## config.mk

```make
export PLATFORM = sky130hd
export DESIGN_NAME = decode_stage
export DESIGN_NICKNAME = d
export VERILOG_FILES = /design/src/design/decode_pkg.sv /design/src/design/decode_stage.sv /design/src/design/issue_reg.sv /design/src/design/int_regfile.sv /design/src/design/decoder.sv /design/src/design/instr_buffer.sv
export SDC_FILE = /design/constraint.sdc
export NUM_CORES = 2
export LEC_CHECK = 0
export ABC_AREA = 0
export ABC_CLOCK_PERIOD_IN_PS = 13200
export BUFFER_PORTS_ARGS = -buffer_cell sky130_fd_sc_hd__buf_2
export CAP_MARGIN = 20
export CORE_MARGIN = 1.5
export CORE_UTILIZATION = 65
export DETAILED_ROUTE_END_ITERATION = 16
export HOLD_SLACK_MARGIN = 0.05
export PLACE_DENSITY_LB_ADDON = 0.08
export REMOVE_ABC_BUFFERS = 1
export SYNTH_ARGS = -nofsm -noshare
export SYNTH_HDL_FRONTEND = slang
export SYNTH_SLANG_ARGS = --single-unit
```

## constraint.sdc

```tcl
create_clock -name clock -period 13.2 [get_ports clock]
set_input_delay 0 -clock clock [delete_from_list [all_inputs] [get_ports clock]]
set_output_delay 0 -clock clock [all_outputs]
set_load 0.005 [all_outputs]
```

## src/design/decode_pkg.sv

```systemverilog
package decode_pkg;

  typedef logic [31:0] xlen_t;
  typedef logic [31:0] instr_t;
  typedef logic [31:0] pc_t;
  typedef logic [4:0] reg_idx_t;
  typedef logic [11:0] csr_addr_t;

  // Major opcodes.
  localparam logic [6:0] opcode_lui = 7'b0110111;
  localparam logic [6:0] opcode_auipc = 7'b0010111;
  localparam logic [6:0] opcode_jal = 7'b1101111;
  localparam logic [6:0] opcode_jalr = 7'b1100111;
  localparam logic [6:0] opcode_branch = 7'b1100011;
  localparam logic [6:0] opcode_load = 7'b0000011;
  localparam logic [6:0] opcode_store = 7'b0100011;
  localparam logic [6:0] opcode_immediate = 7'b0010011;
  localparam logic [6:0] opcode_register = 7'b0110011;
  localparam logic [6:0] opcode_fence = 7'b0001111;
  localparam logic [6:0] opcode_system = 7'b1110011;

  localparam logic [2:0] funct_beq = 3'b000;
  localparam logic [2:0] funct_bne = 3'b001;
  localparam logic [2:0] funct_blt = 3'b100;
  localparam logic [2:0] funct_bge = 3'b101;
  localparam logic [2:0] funct_bltu = 3'b110;
  localparam logic [2:0] funct_bgeu = 3'b111;

  localparam logic [2:0] funct_lb = 3'b000;
  localparam logic [2:0] funct_lh = 3'b001;
  localparam logic [2:0] funct_lw = 3'b010;
  localparam logic [2:0] funct_lbu = 3'b100;
  localparam logic [2:0] funct_lhu = 3'b101;
  localparam logic [2:0] funct_sb = 3'b000;
  localparam logic [2:0] funct_sh = 3'b001;
  localparam logic [2:0] funct_sw = 3'b010;

  localparam logic [2:0] funct_add = 3'b000;
  localparam logic [2:0] funct_sll = 3'b001;
  localparam logic [2:0] funct_slt = 3'b010;
  localparam logic [2:0] funct_sltu = 3'b011;
  localparam logic [2:0] funct_xor = 3'b100;
  localparam logic [2:0] funct_srl = 3'b101;
  localparam logic [2:0] funct_or = 3'b110;
  localparam logic [2:0] funct_and = 3'b111;

  localparam logic [2:0] funct_mul = 3'b000;
  localparam logic [2:0] funct_mulh = 3'b001;
  localparam logic [2:0] funct_mulhsu = 3'b010;
  localparam logic [2:0] funct_mulhu = 3'b011;
  localparam logic [2:0] funct_div = 3'b100;
  localparam logic [2:0] funct_divu = 3'b101;
  localparam logic [2:0] funct_rem = 3'b110;
  localparam logic [2:0] funct_remu = 3'b111;

  // System codes in the csr field with funct3 zero.
  localparam csr_addr_t csr_ecall = 12'h000;
  localparam csr_addr_t csr_ebreak = 12'h001;
  localparam csr_addr_t csr_wfi = 12'h105;
  localparam csr_addr_t csr_mret = 12'h302;

  localparam instr_t nop_instr = 32'h0000_0013; // addi x0,x0,0

  typedef struct packed {
    logic alu_add;
    logic alu_sub;
    logic alu_sll;
    logic alu_srl;
    logic alu_sra;
    logic alu_slt;
    logic alu_sltu;
    logic alu_and;
    logic alu_or;
    logic alu_xor;
  } alu_op_type;

  typedef struct packed {
    logic bcu_beq;
    logic bcu_bne;
    logic bcu_blt;
    logic bcu_bge;
    logic bcu_bltu;
    logic bcu_bgeu;
  } bcu_op_type;

  typedef struct packed {
    logic lsu_lb;
    logic lsu_lbu;
    logic lsu_lh;
    logic lsu_lhu;
    logic lsu_lw;
    logic lsu_sb;
    logic lsu_sh;
    logic lsu_sw;
  } lsu_op_type;

  typedef struct packed {
    logic csrrw;
    logic csrrs;
    logic csrrc;
    logic csrrwi;
    logic csrrsi;
    logic csrrci;
  } csr_op_type;

  typedef struct packed {
    logic mul;
    logic mulh;
    logic mulhsu;
    logic mulhu;
  } mul_op_type;

  typedef struct packed {
    logic div;
    logic divu;
    logic rem;
    logic remu;
  } div_op_type;

  localparam alu_op_type init_alu_op = '0;
  localparam bcu_op_type init_bcu_op = '0;
  localparam lsu_op_type init_lsu_op = '0;
  localparam csr_op_type init_csr_op = '0;
  localparam mul_op_type init_mul_op = '0;
  localparam div_op_type init_div_op = '0;

  typedef struct packed {
    pc_t pc;
    instr_t instr;
  } fetch_pkt_t;

  typedef struct packed {
    instr_t instr;
  } decoder_in_type;

  typedef struct packed {
    xlen_t imm;
    reg_idx_t waddr;
    reg_idx_t raddr1;
    reg_idx_t raddr2;
    csr_addr_t caddr;
    logic wren;
    logic rden1;
    logic rden2;
    logic cwren;
    logic crden;
    logic auipc;
    logic lui;
    logic jal;
    logic jalr;
    logic branch;
    logic load;
    logic store;
    logic nop;
    logic csr;
    logic mul;
    logic div;
    alu_op_type alu_op;
    bcu_op_type bcu_op;
    lsu_op_type lsu_op;
    csr_op_type csr_op;
    mul_op_type mul_op;
    div_op_type div_op;
    logic fence;
    logic ecall;
    logic ebreak;
    logic mret;
    logic wfi;
    logic valid;
  } decoder_out_type;

  typedef struct packed {
    pc_t pc;
    decoder_out_type ctrl;
    xlen_t rs1_data;
    xlen_t rs2_data;
  } issue_pkt_t;

endpackage
```

## src/design/decode_stage.sv

```systemverilog
`timescale 1ns/1ps

module decode_stage
  import decode_pkg::*;
#(
  parameter int REG_COUNT = 32
) (
  input  logic       clock,
  input  logic       arst_n,
  input  logic       fetch_valid,
  input  fetch_pkt_t fetch_pkt,
  output logic       fetch_ready,
  output logic       issue_valid,
  output issue_pkt_t issue_pkt,
  input  logic       issue_ready,
  input  logic       wb_en,
  input  reg_idx_t   wb_addr,
  input  xlen_t      wb_data
);

  logic buf_valid;
  logic buf_ready;
  fetch_pkt_t buf_pkt;
  decoder_in_type dec_in;
  decoder_out_type dec_out;
  xlen_t rdata1;
  xlen_t rdata2;

  assign dec_in.instr = buf_pkt.instr;

  instr_buffer buffer_i (
    .clock       (clock),
    .arst_n      (arst_n),
    .fetch_valid (fetch_valid),
    .fetch_pkt   (fetch_pkt),
    .fetch_ready (fetch_ready),
    .buf_valid   (buf_valid),
    .buf_pkt     (buf_pkt),
    .buf_ready   (buf_ready)
  );

  decoder decoder_i (
    .decoder_in  (dec_in),
    .decoder_out (dec_out)
  );

  int_regfile #(
    .REG_COUNT (REG_COUNT)
  ) regfile_i (
    .clock   (clock),
    .arst_n  (arst_n),
    .raddr1  (dec_out.raddr1),
    .raddr2  (dec_out.raddr2),
    .rden1   (dec_out.rden1),
    .rden2   (dec_out.rden2),
    .wb_en   (wb_en),
    .wb_addr (wb_addr),
    .wb_data (wb_data),
    .rdata1  (rdata1),
    .rdata2  (rdata2)
  );

  issue_reg issue_i (
    .clock       (clock),
    .arst_n      (arst_n),
    .buf_valid   (buf_valid),
    .buf_pkt     (buf_pkt),
    .buf_ready   (buf_ready),
    .ctrl        (dec_out),
    .rdata1      (rdata1),
    .rdata2      (rdata2),
    .issue_valid (issue_valid),
    .issue_pkt   (issue_pkt),
    .issue_ready (issue_ready)
  );

endmodule

```

## src/design/issue_reg.sv

```systemverilog
`timescale 1ns/1ps

module issue_reg
  import decode_pkg::*;
(
  input  logic            clock,
  input  logic            arst_n,
  input  logic            buf_valid,
  input  fetch_pkt_t      buf_pkt,
  output logic            buf_ready,
  input  decoder_out_type ctrl,
  input  xlen_t           rdata1,
  input  xlen_t           rdata2,
  output logic            issue_valid,
  output issue_pkt_t      issue_pkt,
  input  logic            issue_ready
);

  logic load;

  // Take a new item when empty or when the current one leaves.
  assign buf_ready = ~issue_valid | issue_ready;
  assign load = buf_valid & buf_ready;

  always_ff @(posedge clock or negedge arst_n) begin
    if (!arst_n) begin
      issue_valid <= 1'b0;
    end else if (load) begin
      issue_valid <= 1'b1;
    end else if (issue_ready) begin
      issue_valid <= 1'b0;
    end
  end

  always_ff @(posedge clock) begin
    if (load) begin
      issue_pkt.pc <= buf_pkt.pc;
      issue_pkt.ctrl <= ctrl;
      issue_pkt.rs1_data <= rdata1;
      issue_pkt.rs2_data <= rdata2;
    end
  end

endmodule

```

## src/design/int_regfile.sv

```systemverilog
`timescale 1ns/1ps

module int_regfile
  import decode_pkg::*;
#(
  parameter int REG_COUNT = 32
) (
  input  logic     clock,
  input  logic     arst_n,
  input  reg_idx_t raddr1,
  input  reg_idx_t raddr2,
  input  logic     rden1,
  input  logic     rden2,
  input  logic     wb_en,
  input  reg_idx_t wb_addr,
  input  xlen_t    wb_data,
  output xlen_t    rdata1,
  output xlen_t    rdata2
);

  xlen_t regs [REG_COUNT];

  // Same-cycle writes bypass the array. x0 and disabled ports read zero.
  function automatic xlen_t read_port(input reg_idx_t addr, input logic en);
    xlen_t data;
    data = regs[addr];
    if (wb_en && wb_addr == addr) begin
      data = wb_data;
    end
    if (!en || addr == '0) begin
      data = '0;
    end
    return data;
  endfunction

  always_comb begin
    rdata1 = read_port(raddr1, rden1);
    rdata2 = read_port(raddr2, rden2);
  end

  always_ff @(posedge clock or negedge arst_n) begin
    if (!arst_n) begin
      for (int i = 0; i < REG_COUNT; i++) begin
        regs[i] <= '0;
      end
    end else if (wb_en && wb_addr != '0) begin
      regs[wb_addr] <= wb_data; // x0 never written.
    end
  end

endmodule

```

## src/design/decoder.sv

```systemverilog
`timescale 1ns/1ps

module decoder
  import decode_pkg::*;
(
  input  decoder_in_type  decoder_in,
  output decoder_out_type decoder_out
);

  instr_t instr;
  logic [6:0] opcode;
  logic [2:0] funct3;
  xlen_t imm_c;
  xlen_t imm_i;
  xlen_t imm_s;
  xlen_t imm_b;
  xlen_t imm_u;
  xlen_t imm_j;
  logic nonzero_waddr;
  logic nonzero_raddr1;

  assign instr = decoder_in.instr;
  assign opcode = instr[6:0];
  assign funct3 = instr[14:12];

  // Immediate forms.
  assign imm_c = {27'b0, instr[19:15]};
  assign imm_i = {{20{instr[31]}}, instr[31:20]};
  assign imm_s = {{20{instr[31]}}, instr[31:25], instr[11:7]};
  assign imm_b = {{19{instr[31]}}, instr[31], instr[7], instr[30:25], instr[11:8], 1'b0};
  assign imm_u = {instr[31:12], 12'b0};
  assign imm_j = {{11{instr[31]}}, instr[31], instr[19:12], instr[20], instr[30:21], 1'b0};

  assign nonzero_waddr = |instr[11:7];
  assign nonzero_raddr1 = |instr[19:15];

  always_comb begin
    decoder_out = '0;
    decoder_out.waddr = instr[11:7];
    decoder_out.raddr1 = instr[19:15];
    decoder_out.raddr2 = instr[24:20];
    decoder_out.caddr = instr[31:20];
    decoder_out.valid = 1'b1;

    case (opcode)
      opcode_lui, opcode_auipc : begin
        decoder_out.imm = imm_u;
        decoder_out.wren = nonzero_waddr;
        decoder_out.lui = (opcode == opcode_lui);
        decoder_out.auipc = (opcode == opcode_auipc);
      end
      opcode_jal : begin
        decoder_out.imm = imm_j;
        decoder_out.wren = nonzero_waddr;
        decoder_out.jal = 1'b1;
      end
      opcode_jalr : begin
        decoder_out.imm = imm_i;
        decoder_out.wren = nonzero_waddr;
        decoder_out.rden1 = 1'b1;
        decoder_out.jalr = 1'b1;
      end
      opcode_branch : begin
        decoder_out.imm = imm_b;
        decoder_out.rden1 = 1'b1;
        decoder_out.rden2 = 1'b1;
        decoder_out.branch = 1'b1;
        case (funct3)
          funct_beq  : decoder_out.bcu_op.bcu_beq = 1'b1;
          funct_bne  : decoder_out.bcu_op.bcu_bne = 1'b1;
          funct_blt  : decoder_out.bcu_op.bcu_blt = 1'b1;
          funct_bge  : decoder_out.bcu_op.bcu_bge = 1'b1;
          funct_bltu : decoder_out.bcu_op.bcu_bltu = 1'b1;
          funct_bgeu : decoder_out.bcu_op.bcu_bgeu = 1'b1;
          default    : decoder_out.valid = 1'b0;
        endcase
      end
      opcode_load : begin
        decoder_out.imm = imm_i;
        decoder_out.wren = nonzero_waddr;
        decoder_out.rden1 = 1'b1;
        decoder_out.load = 1'b1;
        case (funct3)
          funct_lb  : decoder_out.lsu_op.lsu_lb = 1'b1;
          funct_lh  : decoder_out.lsu_op.lsu_lh = 1'b1;
          funct_lw  : decoder_out.lsu_op.lsu_lw = 1'b1;
          funct_lbu : decoder_out.lsu_op.lsu_lbu = 1'b1;
          funct_lhu : decoder_out.lsu_op.lsu_lhu = 1'b1;
          default   : decoder_out.valid = 1'b0;
        endcase
      end
      opcode_store : begin
        decoder_out.imm = imm_s;
        decoder_out.rden1 = 1'b1;
        decoder_out.rden2 = 1'b1;
        decoder_out.store = 1'b1;
        case (funct3)
          funct_sb : decoder_out.lsu_op.lsu_sb = 1'b1;
          funct_sh : decoder_out.lsu_op.lsu_sh = 1'b1;
          funct_sw : decoder_out.lsu_op.lsu_sw = 1'b1;
          default  : decoder_out.valid = 1'b0;
        endcase
      end
      opcode_immediate, opcode_register : begin
        decoder_out.imm = (opcode == opcode_immediate) ? imm_i : '0;
        decoder_out.wren = nonzero_waddr;
        decoder_out.rden1 = 1'b1;
        decoder_out.rden2 = (opcode == opcode_register);
        if (opcode == opcode_register && instr[25]) begin
          decoder_out.mul = ~funct3[2]; // M extension.
          decoder_out.div = funct3[2];
          case (funct3)
            funct_mul    : decoder_out.mul_op.mul = 1'b1;
            funct_mulh   : decoder_out.mul_op.mulh = 1'b1;
            funct_mulhsu : decoder_out.mul_op.mulhsu = 1'b1;
            funct_mulhu  : decoder_out.mul_op.mulhu = 1'b1;
            funct_div    : decoder_out.div_op.div = 1'b1;
            funct_divu   : decoder_out.div_op.divu = 1'b1;
            funct_rem    : decoder_out.div_op.rem = 1'b1;
            default      : decoder_out.div_op.remu = 1'b1;
          endcase
        end else begin
          case (funct3)
            funct_add : begin
              // No subtract form for addi.
              decoder_out.alu_op.alu_sub = instr[30] & (opcode == opcode_register);
              decoder_out.alu_op.alu_add = ~decoder_out.alu_op.alu_sub;
            end
            funct_sll  : decoder_out.alu_op.alu_sll = 1'b1;
            funct_slt  : decoder_out.alu_op.alu_slt = 1'b1;
            funct_sltu : decoder_out.alu_op.alu_sltu = 1'b1;
            funct_xor  : decoder_out.alu_op.alu_xor = 1'b1;
            funct_srl  : begin
              decoder_out.alu_op.alu_srl = ~instr[30];
              decoder_out.alu_op.alu_sra = instr[30];
            end
            funct_or   : decoder_out.alu_op.alu_or = 1'b1;
            default    : decoder_out.alu_op.alu_and = 1'b1;
          endcase
          // Shift amount is five bits on RV32.
          if (opcode == opcode_immediate && (funct3 == funct_sll || funct3 == funct_srl)) begin
            decoder_out.valid = ~instr[25];
          end
        end
      end
      opcode_fence : begin
        decoder_out.fence = (funct3 == 3'b000) || (funct3 == 3'b001);
        decoder_out.valid = decoder_out.fence;
      end
      opcode_system : begin
        decoder_out.imm = imm_c;
        if (funct3 == 3'b000) begin
          case (instr[31:20])
            csr_ecall  : decoder_out.ecall = 1'b1;
            csr_ebreak : decoder_out.ebreak = 1'b1;
            csr_mret   : decoder_out.mret = 1'b1;
            csr_wfi    : decoder_out.wfi = 1'b1;
            default    : decoder_out.valid = 1'b0;
          endcase
        end else if (funct3 == 3'b100) begin
          decoder_out.valid = 1'b0;
        end else begin
          decoder_out.csr = 1'b1;
          decoder_out.wren = nonzero_waddr;
          decoder_out.rden1 = ~funct3[2]; // Register source forms only.
          case (funct3)
            3'b001 : decoder_out.csr_op.csrrw = 1'b1;
            3'b010 : decoder_out.csr_op.csrrs = 1'b1;
            3'b011 : decoder_out.csr_op.csrrc = 1'b1;
            3'b101 : decoder_out.csr_op.csrrwi = 1'b1;
            3'b110 : decoder_out.csr_op.csrrsi = 1'b1;
            default : decoder_out.csr_op.csrrci = 1'b1;
          endcase
          if (funct3[1:0] == 2'b01) begin
            decoder_out.cwren = 1'b1;
            decoder_out.crden = nonzero_waddr;
          end else begin
            decoder_out.cwren = nonzero_raddr1; // Register or immediate source.
            decoder_out.crden = 1'b1;
          end
        end
      end
      default : decoder_out.valid = 1'b0;
    endcase

    if (instr == nop_instr) begin
      decoder_out.alu_op = init_alu_op;
      decoder_out.nop = 1'b1;
    end
  end

endmodule

```

## src/design/instr_buffer.sv

```systemverilog
`timescale 1ns/1ps

module instr_buffer
  import decode_pkg::*;
(
  input  logic       clock,
  input  logic       arst_n,
  input  logic       fetch_valid,
  input  fetch_pkt_t fetch_pkt,
  output logic       fetch_ready,
  output logic       buf_valid,
  output fetch_pkt_t buf_pkt,
  input  logic       buf_ready
);

  fetch_pkt_t skid_pkt;
  logic skid_valid;
  logic accept;
  logic drain;
  logic main_valid_n;
  logic skid_valid_n;
  logic main_load;
  logic main_from_skid;
  logic skid_load;

  assign accept = fetch_valid & fetch_ready;
  assign drain = buf_valid & buf_ready;

  always_comb begin
    main_valid_n = buf_valid;
    skid_valid_n = skid_valid;
    main_load = 1'b0;
    main_from_skid = 1'b0;
    skid_load = 1'b0;
    if (drain) begin
      if (skid_valid) begin
        main_load = 1'b1; // Refill from skid entry.
        main_from_skid = 1'b1;
        skid_valid_n = 1'b0;
      end else begin
        main_load = accept;
        main_valid_n = accept;
      end
    end else if (accept) begin
      if (buf_valid) begin
        skid_load = 1'b1;
        skid_valid_n = 1'b1;
      end else begin
        main_load = 1'b1;
        main_valid_n = 1'b1;
      end
    end
  end

  always_ff @(posedge clock or negedge arst_n) begin
    if (!arst_n) begin
      buf_valid <= 1'b0;
      skid_valid <= 1'b0;
      fetch_ready <= 1'b0;
    end else begin
      buf_valid <= main_valid_n;
      skid_valid <= skid_valid_n;
      fetch_ready <= ~skid_valid_n; // Low only with both entries full.
    end
  end

  always_ff @(posedge clock) begin
    if (main_load) begin
      buf_pkt <= main_from_skid ? skid_pkt : fetch_pkt;
    end
    if (skid_load) begin
      skid_pkt <= fetch_pkt;
    end
  end

endmodule

```

==> flow_summary.ini <==
[grt]
grt_usage = 0.3841
grt_pass1_wl_um = 297400
gr-total-overflow = 0
grt_pass1_vias = 44820
maximum_number_of_pins_on_one_net_before_global_route_repair = 175
initial_antenna_violation_count = 4

[detailed_routing]
post-route-drc-count = 0
drtPass1Iterations = 6
routed-via-count = 43820
dr.max_layer_used = met5
first_iter_violations = 5192
ant_nets = 0
detailroute.wirelength.met3_um = 19440
via_per_inst = 7.104
wl_met1_um = 75870
met2RoutedLength_um = 94530
detail_route.wirelength_um = 200600
routedWlPerCell_um = 32.51

[layout]
final_core_util = 0.7429
layout_net_count = 4784
mostFrequentLayoutCells = mux2_2, dfrtp_1, mux4_2
layout_commonest_cell = mux2_2
nFillCells = 6449
post_route_cells_drive_above_1_share = 0.4586
layout-area-overhead-vs-synth_pct = 12.92

[worst_setup_path]
crit_type = flop to flop
critical-path-max-stage-delay_ns = 0.86
crit_path_end_kind = flop
cp_cell_sequence = buf_4 -> buf_4 -> buf_4 -> buf_4 -> mux4_2 -> mux4_2 -> nor2_1 -> o41ai_1
worst_setup_path_start_kind = flop
worst_path_max_delay_cell = buf_4
timing.critical_path.required_ns = 13.69
timing.critical_path.buf_inv = 4
cp_data_arrival_time_ns = 5.30
path_delay_family = buffers and inverters
critical_path.max_fanout = 48
critPathMostFrequentCell = buf_4

[timing]
hold_violations = 0
final-setup-viol-count = 0
post-route-period-util = 0.3645
rsz_0062_raised_after_global_routing = no
finalMaxSlewViolations = 0
timing.hold.ws_ns = 0.09350
clock.fmax_ghz = 0.2078
worst-slew-pin-transition_ns = 1.264
timing.max_slew.rel_slack = 0.1546
fin_crit_ns = 4.811
post_route_clock_skew_ns = 0.02017
worst_slack_ns = 8.389
setup_total_negative_slack_ns = 0

[logic_synthesis]
sequential_fraction_of_the_synthesis_area = 0.5344
yosys-top-cells-area = dfrtp_1, mux2_2, edfxtp_1, mux4_2, mux2i_1
biggest_area_consumer_among_synthesized_cells = dfrtp_1
synth.distinct_cells = 67
synth_async_sr_flop_share = 0.7526
synth_edf_count = 338
synth_ff_type = dfrtp_1
synth_top_area_frac = 0.3832
postSynthCellCount = 4409
synthesis.area_per_instance_um2 = 15.23
synth_seq_cells = 1366
synthesis.area_mm2 = 0.06713
ys.warnings.count = 0

[clocking]
clock_tree_sinks = 1366
htree_levels = 4
clk_root_buffer_cell = clkbuf_16
cts-buffers-inserted = 143
clock_tree.buffer_depth = 3
clock_insertion_delay_worst_skew_ns = 0.76
tritoncts_clock_tree = yes
postCtsSetupBuffers = 0
clk_pin_slew_worst_paths_ns = 0.06

[floorplan]
die_height_um = 324.4
number_of_standard_cell_rows_in_the_floorplan = 117
core_area_mm2 = 0.1020
die_w_um = 324.4
starting_density = 0.6579
io_pins = 323
floorplan.die_area_mm2 = 0.1052

[job]
cap_viol_max_count = 0

[placed_design]
port_buffers = 322
gp_congestion = 0.8294
pre_cts_ws_ns = 8.371
hpwl_um = 104000

[power]
ir_drop_uv = 276.7
power_density_mw_per_mm2 = 192.2
design_power_total_mw = 14.57
p_leak_nw = 32.26

[run_status]
status = completed

[min_path]
hp-class = primary input to flop
==> layout make-up <==
type	count	area [µm²]	area share
timing repair buffer	591	4219	0.05566
tap	1368	1712	0.02258
multi-input combinational	2563	29320	0.3868
antenna	6	15.01	0.0001981
sequential	1366	35870	0.4733
inverter	13	56.30	0.0007428
clock inverter	51	511.7	0.006751
clock buffer	211	4094	0.05401
==> kinds of logic (layout without fill, tap and decap cells) <==
kind of cell | after synthesis | after routing | synth area share
XOR/XNOR | 10 | 10 | 0.001305
flip-flops | 1366 | 1366 | 0.5344
AO/OA/AOI/OAI | 454 | 454 | 0.04797
AND/OR/NAND/NOR | 323 | 323 | 0.02307
other | 0 | 6 | 0
multiplexers | 1776 | 1776 | 0.3606
buffers and inverters | 480 | 866 | 0.03263
==> state kept, by name, indices dropped and copies added (netlist names) <==
register,count
buffer_i.buf_valid,1
buffer_i.skid_pkt,64
regfile_i.regs,1024
issue_i.issue_pkt,210
buffer_i.fetch_ready,1
buffer_i.skid_valid,1
buffer_i.buf_pkt,64
issue_i.issue_valid,1
==> synthesized netlist by cell type, drive strengths merged (24+ instances only) <==
cell type,n
a211oi,37
a21oi,74
a22o,39
a22oi,69
buf,207
clkbuf,260
dfrtp,1028
edfxtp,338
mux2,1121
mux2i,253
mux4,402
nand2,109
nor2,103
o211ai,33
o221ai,38
o22ai,85
o41ai,24
==> worst register-to-register path, stage by stage (launching register included) <==
cell and delay (ns):
edfxtp_1 0.32, buf_4 0.47, buf_4 0.71, buf_4 0.90, buf_4 0.80, mux4_2 0.61
mux4_2 0.46, nor2_1 0.16, o41ai_1 0.11
==> report_power, final <==
| group | internal (mW) | leakage, nW | switching, mW | total [mW] |
|---|---|---|---|---|
| clock | 2.29 | 2.26 | 1.70 | 4.00 |
| sequential | 5.37 | 16.4 | 0.634 | 6.00 |
| combinational | 2.20 | 13.6 | 2.37 | 4.57 |
| total | 9.86 | 32.3 | 4.71 | 14.6 |
==> path summary, 6_finish.rpt <==
path,start,endpoint,slack (ns),cells past startpoint
worst max-delay path,buffer_i.buf_pkt[20],issue_i.issue_pkt[9],8.39,8
worst min-delay path,fetch_pkt[41],buffer_i.buf_pkt[41],0.09,3
worst max register to register,buffer_i.buf_pkt[20],issue_i.issue_pkt[9],8.39,8
worst min register to register,regfile_i.regs[1004],regfile_i.regs[1004],0.40,0
max in group asynchronous,arst_n,regfile_i.regs[555],10.15,6
min in group asynchronous,arst_n,regfile_i.regs[287],0.51,4
==> per-layer routing <==
| layer | global-route usage | up-vias |
|---|---|---|
| met5 | 0 | - |
| met4 | 0.1940 | 2 |
| met3 | 0.09428 | 641 |
| met2 | 0.5941 | 2522 |
| met1 | 0.5119 | 23090 |
| li1 | - | 17560 |
==> per-stage QoR <==
step / instance area, µm² / instances
4_1_cts: 75750 / 6161
3_5_place_dp: 69400 / 5726
5_1_grt: 75800 / 6166
2_1_floorplan: 64990 / 3942
6_report: 75800 / 6169
3_3_place_gp: 69380 / 5725
==> repair_timing <==
item	in CTS	in global routing
hold buffers	173	0
gates resized for setup	0	0
hold endpoints to repair	1288	0
(Power assumes the default switching activity.)
